==> config.mk <==
export PLATFORM = sky130hd
export DESIGN_NAME = mem_hier_top
export DESIGN_NICKNAME = d
export VERILOG_FILES = /design/src/logic/cache_pkg.sv /design/src/logic/main_memory.sv /design/src/logic/l1_set_assoc.sv /design/src/logic/l2_fully_assoc.sv /design/src/logic/mem_hier_ctrl.sv /design/src/logic/mem_hier_top.sv
export SDC_FILE = /design/constraint.sdc
export NUM_CORES = 2
export LEC_CHECK = 0
export ABC_AREA = 1
export BUFFER_PORTS_ARGS = -buffer_cell sky130_fd_sc_hd__clkbuf_2
export CAP_MARGIN = 25
export CORE_MARGIN = 5
export CORE_UTILIZATION = 45
export DETAILED_ROUTE_END_ITERATION = 16
export PLACE_DENSITY = 0.69
export SYNTH_ARGS = -nofsm -noshare
export SYNTH_HDL_FRONTEND = slang
export SYNTH_SLANG_ARGS = --single-unit
==> constraint.sdc <==
create_clock -name i_clock -period 40 [get_ports i_clock]
set_input_delay 2 -clock i_clock [delete_from_list [all_inputs] [get_ports i_clock]]
set_output_delay 2 -clock i_clock [all_outputs]
set_load 0.03 [all_outputs]
==> src/logic/cache_pkg.sv <==
// Package with the hierarchy widths, sizes, vector types, request and lookup structs, FSM states
`default_nettype none

package cache_pkg;

  // Address split is 5 tag bits over 1 L1 set index bit
  localparam int ADDR_W    = 6;
  localparam int DATA_W    = 16;
  localparam int L1_SETS   = 2;
  localparam int L1_WAYS   = 2;
  localparam int L1_TAG_W  = 5;  // Address bits above the set index
  localparam int L2_LINES  = 8;
  localparam int AGE_W     = 3;  // One age counter per L2 line
  localparam int MEM_WORDS = 64;
  localparam int MEM_LAT   = 2;  // Read latency of main memory in cycles

  typedef logic [ADDR_W-1:0]   addr_t;
  typedef logic [DATA_W-1:0]   word_t;
  typedef logic [L1_TAG_W-1:0] l1_tag_t;
  typedef logic [AGE_W-1:0]    age_t;

  localparam age_t AGE_MAX = age_t'(2**AGE_W - 1); // Oldest age, also the L2 victim mark

  // Update request into a cache, fill or write
  typedef struct packed {
    logic  en;
    addr_t addr;
    word_t data;
  } cache_req_t;

  // Combinational lookup result
  typedef struct packed {
    logic  hit;
    word_t data;
  } lookup_t;

  typedef struct packed {
    logic  rd;
    logic  wr;
    addr_t addr;
    word_t data;
  } mem_req_t;

  typedef enum logic [1:0] {IDLE, L2_STEP, MEM_WAIT} ctrl_state_t;

endpackage

`default_nettype wire

==> src/logic/main_memory.sv <==
// Main memory word array, cleared on reset, with single-cycle write and two-stage read
`default_nettype none

module main_memory (
  input  wire logic                i_clock,
  input  wire logic                i_reset,
  input  wire cache_pkg::mem_req_t i_req,
  output cache_pkg::word_t         o_rdata,
  output logic                     o_rvalid
);
  import cache_pkg::*;

  word_t              mem_q [MEM_WORDS];
  addr_t              raddr_q;   // Address stage
  word_t              rdata_q;   // Data stage
  logic [MEM_LAT-1:0] rvalid_q;  // One valid bit per read stage

  always_ff @(posedge i_clock or posedge i_reset)
  begin
    if (i_reset)
    begin
      for (int i = 0; i < MEM_WORDS; i++)
        mem_q[i] <= '0;
      rvalid_q <= '0;
    end
    else
    begin
      if (i_req.wr)
        mem_q[i_req.addr] <= i_req.data;
      rvalid_q <= {rvalid_q[MEM_LAT-2:0], i_req.rd};
    end
  end

  always_ff @(posedge i_clock)
  begin
    raddr_q <= i_req.addr;
    rdata_q <= mem_q[raddr_q];
  end

  assign o_rdata  = rdata_q;
  assign o_rvalid = rvalid_q[MEM_LAT-1];

  // Controller writes only in IDLE and reads only in L2_STEP
  a_no_rd_wr: assert property (@(posedge i_clock) disable iff (i_reset)
    !(i_req.rd && i_req.wr));

endmodule

`default_nettype wire

==> src/logic/l1_set_assoc.sv <==
// L1 cache with 2-way set-associative arrays, tag compare, way choice and per-set LRU
`default_nettype none

module l1_set_assoc (
  input  wire logic                  i_clock,
  input  wire logic                  i_reset,
  input  wire cache_pkg::addr_t      i_addr,
  input  wire cache_pkg::cache_req_t i_req,
  output cache_pkg::lookup_t         o_look
);
  import cache_pkg::*;

  word_t   data_q [L1_SETS][L1_WAYS];
  l1_tag_t tag_q  [L1_SETS][L1_WAYS];
  logic [L1_SETS-1:0][L1_WAYS-1:0] valid_q;
  logic [L1_SETS-1:0]              lru_q;  // Way to replace next in each set

  logic [$clog2(L1_SETS)-1:0] look_set;
  logic [$clog2(L1_SETS)-1:0] upd_set;
  logic [L1_WAYS-1:0]         look_hit;
  logic [L1_WAYS-1:0]         upd_hit;
  logic                       upd_way;  // Way written by a request

  // Both ways of the set holding this address compared
  function automatic logic [L1_WAYS-1:0] way_match(addr_t a);
    logic [L1_WAYS-1:0] m;
    for (int w = 0; w < L1_WAYS; w++)
      m[w] = valid_q[a[ADDR_W-L1_TAG_W-1:0]][w] &&
             (tag_q[a[ADDR_W-L1_TAG_W-1:0]][w] == a[ADDR_W-1 -: L1_TAG_W]);
    return m;
  endfunction

  assign look_set = i_addr[ADDR_W-L1_TAG_W-1:0];
  assign upd_set  = i_req.addr[ADDR_W-L1_TAG_W-1:0];

  always_comb
  begin
    look_hit    = way_match(i_addr);
    o_look.hit  = |look_hit;
    o_look.data = '0;
    for (int w = 0; w < L1_WAYS; w++)
      if (look_hit[w])
        o_look.data = data_q[look_set][w];
  end

  // Victim order is hit way, invalid way 0, invalid way 1, then LRU
  always_comb
  begin
    upd_hit = way_match(i_req.addr);
    if (|upd_hit)
      upd_way = upd_hit[1];
    else if (!valid_q[upd_set][0])
      upd_way = 1'b0;
    else if (!valid_q[upd_set][1])
      upd_way = 1'b1;
    else
      upd_way = lru_q[upd_set];
  end

  always_ff @(posedge i_clock or posedge i_reset)
  begin
    if (i_reset)
    begin
      valid_q <= '0;
      lru_q   <= '0;
    end
    else if (i_req.en)
    begin
      valid_q[upd_set][upd_way] <= 1'b1;
      lru_q[upd_set]            <= ~upd_way; // Other way becomes LRU
    end
  end

  always_ff @(posedge i_clock)
  begin
    if (i_req.en)
    begin
      data_q[upd_set][upd_way] <= i_req.data;
      tag_q[upd_set][upd_way]  <= i_req.addr[ADDR_W-1 -: L1_TAG_W];
    end
  end

  for (genvar s = 0; s < L1_SETS; s++)
  begin : g_set_chk
    // A fill only happens on a miss, so a tag never lands twice in one set
    a_no_dup_tag: assert property (@(posedge i_clock) disable iff (i_reset)
      !(valid_q[s][0] && valid_q[s][1] && (tag_q[s][0] == tag_q[s][1])));
  end

endmodule

`default_nettype wire

==> src/logic/l2_fully_assoc.sv <==
// L2 cache with fully associative lines, parallel compare, victim choice and age counters
`default_nettype none

module l2_fully_assoc (
  input  wire logic                  i_clock,
  input  wire logic                  i_reset,
  input  wire cache_pkg::addr_t      i_addr,
  input  wire cache_pkg::cache_req_t i_req,
  output cache_pkg::lookup_t         o_look
);
  import cache_pkg::*;

  word_t                 data_q [L2_LINES];
  addr_t                 tag_q  [L2_LINES];  // Full address as tag
  age_t                  age_q  [L2_LINES];
  logic [L2_LINES-1:0]   valid_q;

  logic [L2_LINES-1:0]         look_hit;
  logic [L2_LINES-1:0]         upd_hit;
  logic [$clog2(L2_LINES)-1:0] upd_line;  // Line touched or allocated
  age_t                        old_age;   // Age of that line before the touch
  logic                        found;

  function automatic logic [L2_LINES-1:0] line_match(addr_t a);
    logic [L2_LINES-1:0] m;
    for (int k = 0; k < L2_LINES; k++)
      m[k] = valid_q[k] && (tag_q[k] == a);
    return m;
  endfunction

  always_comb
  begin
    look_hit    = line_match(i_addr);
    o_look.hit  = |look_hit;
    o_look.data = '0;
    for (int k = 0; k < L2_LINES; k++)
      if (look_hit[k])
        o_look.data = data_q[k];
  end

  // Matching line first, then first invalid, then the oldest
  always_comb
  begin
    upd_hit  = line_match(i_req.addr);
    upd_line = '0;
    old_age  = AGE_MAX;  // New allocation counts as oldest
    found    = 1'b0;
    for (int k = 0; k < L2_LINES; k++)
      if (!found && upd_hit[k])
      begin
        upd_line = k[$clog2(L2_LINES)-1:0];
        old_age  = age_q[k];
        found    = 1'b1;
      end
    for (int k = 0; k < L2_LINES; k++)
      if (!found && !valid_q[k])
      begin
        upd_line = k[$clog2(L2_LINES)-1:0];
        found    = 1'b1;
      end
    for (int k = 0; k < L2_LINES; k++)
      if (!found && (age_q[k] == AGE_MAX))
      begin
        upd_line = k[$clog2(L2_LINES)-1:0];
        found    = 1'b1;
      end
  end

  always_ff @(posedge i_clock or posedge i_reset)
  begin
    if (i_reset)
    begin
      valid_q <= '0;
      for (int k = 0; k < L2_LINES; k++)
        age_q[k] <= '0;
    end
    else if (i_req.en)
    begin
      valid_q[upd_line] <= 1'b1;
      for (int k = 0; k < L2_LINES; k++)
        if (k == upd_line)
          age_q[k] <= '0;                   // Most recent
        else if (valid_q[k] && (age_q[k] < old_age))
          age_q[k] <= age_q[k] + 1'b1;      // Younger lines slide back, saturates at AGE_MAX
    end
  end

  always_ff @(posedge i_clock)
  begin
    if (i_req.en)
    begin
      data_q[upd_line] <= i_req.data;
      tag_q[upd_line]  <= i_req.addr;
    end
  end

  // Allocation only on miss keeps every address in at most one line
  a_single_match: assert property (@(posedge i_clock) disable iff (i_reset)
    $onehot0(look_hit));

endmodule

`default_nettype wire

==> src/logic/mem_hier_ctrl.sv <==
// APB slave and sequencing FSM for L1 hits, L2 hits, memory reads and write-through
`default_nettype none

module mem_hier_ctrl (
  input  wire logic                 i_clock,
  input  wire logic                 i_reset,
  input  wire logic                 i_psel,
  input  wire logic                 i_penable,
  input  wire logic                 i_pwrite,
  input  wire cache_pkg::addr_t     i_paddr,
  input  wire cache_pkg::word_t     i_pwdata,
  input  wire cache_pkg::lookup_t   i_l1_look,
  input  wire cache_pkg::lookup_t   i_l2_look,
  input  wire cache_pkg::word_t     i_mem_rdata,
  input  wire logic                 i_mem_rvalid,
  output cache_pkg::cache_req_t     o_l1_req,
  output cache_pkg::cache_req_t     o_l2_req,
  output cache_pkg::mem_req_t       o_mem_req,
  output logic                      o_pready,
  output cache_pkg::word_t          o_prdata,
  output logic                      o_hit_l1,
  output logic                      o_hit_l2
);
  import cache_pkg::*;

  ctrl_state_t state_q;
  ctrl_state_t state_d;
  logic        access;  // APB access phase

  assign access = i_psel & i_penable;

  always_ff @(posedge i_clock or posedge i_reset)
  begin
    if (i_reset)
      state_q <= IDLE;
    else
      state_q <= state_d;
  end

  always_comb
  begin
    state_d   = state_q;
    o_pready  = 1'b0;
    o_prdata  = i_l1_look.data;
    o_hit_l1  = 1'b0;
    o_hit_l2  = 1'b0;
    o_l1_req  = '{en: 1'b0, addr: i_paddr, data: i_pwdata}; // Address always the APB one
    o_l2_req  = '{en: 1'b0, addr: i_paddr, data: i_pwdata};
    o_mem_req = '{rd: 1'b0, wr: 1'b0, addr: i_paddr, data: i_pwdata};
    case (state_q)
      IDLE:
      begin
        if (access && i_pwrite)
        begin
          // Write-through into all three levels in one cycle
          o_pready      = 1'b1;
          o_prdata      = i_pwdata;       // Written word echoed back
          o_hit_l1      = i_l1_look.hit;  // Flags from before the update
          o_hit_l2      = i_l2_look.hit;
          o_l1_req.en   = 1'b1;
          o_l2_req.en   = 1'b1;
          o_mem_req.wr  = 1'b1;
        end
        else if (access && i_l1_look.hit)
        begin
          o_pready = 1'b1; // L1 read hit, L2 left alone
          o_hit_l1 = 1'b1;
        end
        else if (access)
          state_d = L2_STEP;
      end
      L2_STEP:
      begin
        if (i_l2_look.hit)
        begin
          o_pready      = 1'b1;
          o_prdata      = i_l2_look.data;
          o_hit_l2      = 1'b1;
          o_l1_req.en   = 1'b1;            // Fill L1 from L2
          o_l1_req.data = i_l2_look.data;
          state_d       = IDLE;
        end
        else
        begin
          o_mem_req.rd = 1'b1; // Memory read issued at the end of this cycle
          state_d      = MEM_WAIT;
        end
      end
      MEM_WAIT:
      begin
        if (i_mem_rvalid)
        begin
          o_pready      = 1'b1;
          o_prdata      = i_mem_rdata;
          o_l1_req.en   = 1'b1;  // Fill both caches
          o_l1_req.data = i_mem_rdata;
          o_l2_req.en   = 1'b1;
          o_l2_req.data = i_mem_rdata;
          state_d       = IDLE;
        end
      end
      default: state_d = IDLE;
    endcase
  end

  // Master must keep the transfer open while the FSM is busy with it
  a_pready_in_access: assert property (@(posedge i_clock) disable iff (i_reset)
    o_pready |-> (i_psel && i_penable));

endmodule

`default_nettype wire

==> src/logic/mem_hier_top.sv <==
// Top level of the memory hierarchy with APB slave, L1, L2 and main memory
`default_nettype none

module mem_hier_top (
  input  wire logic           i_clock,
  input  wire logic           i_reset,
  input  wire logic           i_psel,
  input  wire logic           i_penable,
  input  wire logic           i_pwrite,
  input  wire cache_pkg::addr_t i_paddr,
  input  wire cache_pkg::word_t i_pwdata,
  output logic                o_pready,
  output logic                o_hit_l1,
  output logic                o_hit_l2,
  output cache_pkg::word_t    o_prdata
);
  import cache_pkg::*;

  cache_req_t l1_req;  // Fill or write into L1
  cache_req_t l2_req;
  lookup_t    l1_look; // Lookups on the APB address
  lookup_t    l2_look;
  mem_req_t   mem_req;
  word_t      mem_rdata;
  logic       mem_rvalid;

  mem_hier_ctrl u_ctrl (
    .i_clock      (i_clock),
    .i_reset      (i_reset),
    .i_psel       (i_psel),
    .i_penable    (i_penable),
    .i_pwrite     (i_pwrite),
    .i_paddr      (i_paddr),
    .i_pwdata     (i_pwdata),
    .i_l1_look    (l1_look),
    .i_l2_look    (l2_look),
    .i_mem_rdata  (mem_rdata),
    .i_mem_rvalid (mem_rvalid),
    .o_l1_req     (l1_req),
    .o_l2_req     (l2_req),
    .o_mem_req    (mem_req),
    .o_pready     (o_pready),
    .o_prdata     (o_prdata),
    .o_hit_l1     (o_hit_l1),
    .o_hit_l2     (o_hit_l2)
  );

  l1_set_assoc u_l1 (
    .i_clock (i_clock),
    .i_reset (i_reset),
    .i_addr  (i_paddr),
    .i_req   (l1_req),
    .o_look  (l1_look)
  );

  l2_fully_assoc u_l2 (
    .i_clock (i_clock),
    .i_reset (i_reset),
    .i_addr  (i_paddr),
    .i_req   (l2_req),
    .o_look  (l2_look)
  );

  main_memory u_mem (
    .i_clock  (i_clock),
    .i_reset  (i_reset),
    .i_req    (mem_req),
    .o_rdata  (mem_rdata),
    .o_rvalid (mem_rvalid)
  );

endmodule

`default_nettype wire

==> flow_metrics.py <==
metrics = {
    "global_route": {
        "overflow": 0,
        "grt.met3_usage": 0.0509,
        "grt_max_degree": 164,
        "busiest_layer": "met2",
        "grt_pass1_vias": 47227,
        "track_usage": 0.251,
        "grt_pass1_wl_um": 283000,
        "grt_use_met1": 0.352,
        "antenna_found_initial": 2,
        "grtUsageMet2": 0.382,
    },
    "clock_tree": {
        "worstSkewPairLatency_ns": 0.80,
        "cts_tree": "yes",
        "htreeDepth": 4,
        "clockBufferDepth": 3,
        "cts_hold_buffers": 0,
        "numCtsBuffers": 142,
        "ctsResizeCount": 0,
        "postCtsSetupBuffers": 0,
        "clkSinkCount": 1348,
        "clk_pin_slew_ns": 0.06,
        "cts-root-buf": "clkbuf_16",
    },
    "layout": {
        "synthToLayoutAreaGrowth_pct": 11.4,
        "insertedDiodeCount": 0,
        "stdcell_count": 8532,
        "finalNetCount": 6715,
        "final_common_cell": "o21ai_0",
        "final_cell_mix": "o21ai_0 (1,797), nand2_1 (1,423), dfrtp_1 (1,066), nor2_1 (770), o22ai_1 (283)",
        "layout-drive-gt1-share": 0.0758,
        "final.fill_count": 12199,
    },
    "sta": {
        "finalCritPeriodShare": 0.203,
        "setup_ws_ns": 31.87,
        "rsz0062_at_grt": "no",
        "max_freq_mhz": 123,
        "slew_violations": 0,
        "worst_clock_skew_ns": 0.0279,
        "final.setup.tns_ns": 0,
        "min_period_ns": 8.13,
        "relSlewSlack": 0.247,
        "setup_viol": 0,
        "final_hold_viol_count": 0,
        "worst_slew_pin_slew_ns": 1.13,
    },
    "placement": {
        "pre_cts_ws_ns": 31.95,
        "io_buffers": 45,
        "dp_hpwl_um": 105000,
        "gp_congestion": 0.932,
        "placed_cells": 8241,
    },
    "setup_path": {
        "critPathKind": "primary input to output pin",
        "cp.arrival_ns": 6.13,
        "crit-reg2reg-launch": "u_l2.tag_q[2][1]",
        "end_kind": "output pin",
        "crit_start": "i_paddr[0]",
        "crit_required_ns": 38.00,
        "startpoint_type": "primary input",
        "cp_max_fo": 67,
    },
    "detailed_routing": {
        "route.detailed.drc": 0,
        "firstDrtPassIters": 6,
        "wl_um": 182000,
        "wire_per_inst_um": 21.3,
        "dr.first_iter.drc_count": 6084,
        "via_count": 50805,
        "ant_nets": 0,
        "detail_route.vias_per_cell": 5.95,
    },
    "outcome": {
        "status": "finished clean",
    },
    "power_and_ir_drop": {
        "pwr_density_cell_nw_per_um2": 50.2,
        "vdd_drop_max_uv": 43.6,
        "leakage_nw": 29.0,
    },
    "yosys": {
        "synthCells": 6927,
        "synth_area_um2": 60700,
        "synth_edf_count": 260,
        "synth-main-ff-cell": "dfrtp_1",
        "yosysWarnings": 0,
        "synth_nets": 6990,
        "synth_seq_cells": 1348,
        "ys_async_sr_fraction": 0.791,
        "ys_types": 53,
        "avgSynthCellArea_um2": 8.77,
        "ys_seq_area_frac": 0.575,
    },
    "run": {
        "cap_violations": 0,
    },
    "floorplan": {
        "initial_core_util": 0.454,
        "core_um2": 134000,
        "die_area_um2": 142000,
        "rows": 134,
        "ios": 46,
        "die_h_um": 377,
        "dieWidth_um": 377,
    },
    "min_path": {
        "min_from": "u_mem.rvalid_q[0]",
        "hold_class": "flip-flop to flip-flop",
    },
}
==> cell type report <==
cell class                      instances  area [µm²]  area share
Clock buffer                          202        4170      0.0616
Clock inverter                         54         624     0.00922
Inverter                              153         599     0.00886
Multi-Input combinational cell       4826       23000       0.339
Sequential cell                      1348       34900       0.516
Tap cell                             1768        2210      0.0327
Timing Repair Buffer                  181        2170      0.0321
==> flip-flops by register name (all words and copies together), names as in the netlist, 4 cells and up <==
name / count
u_l1.data_q: 64
u_l1.tag_q: 20
u_l1.valid_q: 4
u_l2.age_q: 24
u_l2.data_q: 128
u_l2.tag_q: 48
u_l2.valid_q: 8
u_mem.mem_q: 1024
u_mem.o_rdata: 16
u_mem.raddr_q: 6
==> cells by family (layout without fill, tap and decap cells) <==
family | Yosys count | in the layout | synth area share
adder cells (fa/ha/maj) | 36 | 36 | 0.00742
flip-flops | 1348 | 1348 | 0.575
XOR/XNOR | 10 | 10 | 0.00144
buffers and inverters | 753 | 590 | 0.0475
multiplexers | 3 | 3 | 0.000494
AND/OR/NAND/NOR | 2426 | 2426 | 0.160
AO/OA/AOI/OAI | 2351 | 2351 | 0.208
==> worst paths after layout <==
kind	slack, ns	cells past startpoint	end
max	31.87	12	o_prdata[14]
min	0.35	0	u_mem.rvalid_q[1]
max reg2reg	35.00	17	u_l2.data_q[4][5]
min reg2reg	0.35	0	u_mem.rvalid_q[1]
max in group asynchronous	35.60	5	u_mem.mem_q[265]
min in group asynchronous	1.36	2	u_mem.mem_q[514]
==> critical path, stage by stage <==
cell	delay (ns)
clkbuf_2	0.12
buf_4	0.59
mux2i_1	0.30
xor2_1	0.17
nor2_1	0.06
nand3_1	0.69
clkinv_1	0.52
o41ai_1	0.74
o21ai_0	0.13
and3_1	0.18
a31oi_1	0.30
clkbuf_2	0.29
==> synth_stat cells, drive strengths merged, types with 36 or more instances <==
| cell type | number | area [µm²] |
|---|---|---|
| o21ai | 1805 | 9050 |
| nand2 | 1434 | 5460 |
| dfrtp | 1066 | 26700 |
| nor2 | 797 | 3070 |
| clkbuf | 572 | 2150 |
| o22ai | 283 | 1770 |
| edfxtp | 260 | 7810 |
| inv | 149 | 559 |
| nand3 | 108 | 551 |
| a21oi | 90 | 450 |
| o211ai | 72 | 541 |
| nand4 | 47 | 385 |
| ha | 36 | 450 |
==> layer usage <==
metal  wire length, µm  share of wire
met5                12       0.000066
met4              7700          0.042
met3             16300          0.090
met2             80600           0.44
met1             77400           0.43
==> power by group <==
part / total [mW] / internal [mW] / switching [mW]
registers: 1.56 / 1.51 / 0.0488
clock network: 1.35 / 0.788 / 0.561
logic: 0.489 / 0.133 / 0.355
total: 3.40 / 2.43 / 0.965
==> stage by stage <==
step / power, mW / utilization / area [µm²] / hold slack [ns]
5_1_grt: 3.53 / 0.506 / 67700 / 0.357
3_3_place_gp: 2.04 / 0.461 / 61600 / 0.335
4_1_cts: 3.40 / 0.500 / 66800 / 0.353
6_report: 3.40 / 0.506 / 67700 / 0.353
2_1_floorplan: 1.89 / - / 60700 / 0.331
3_5_place_dp: 2.06 / 0.464 / 62000 / 0.346
No activity file was read; power rests on OpenSTA's default activity.
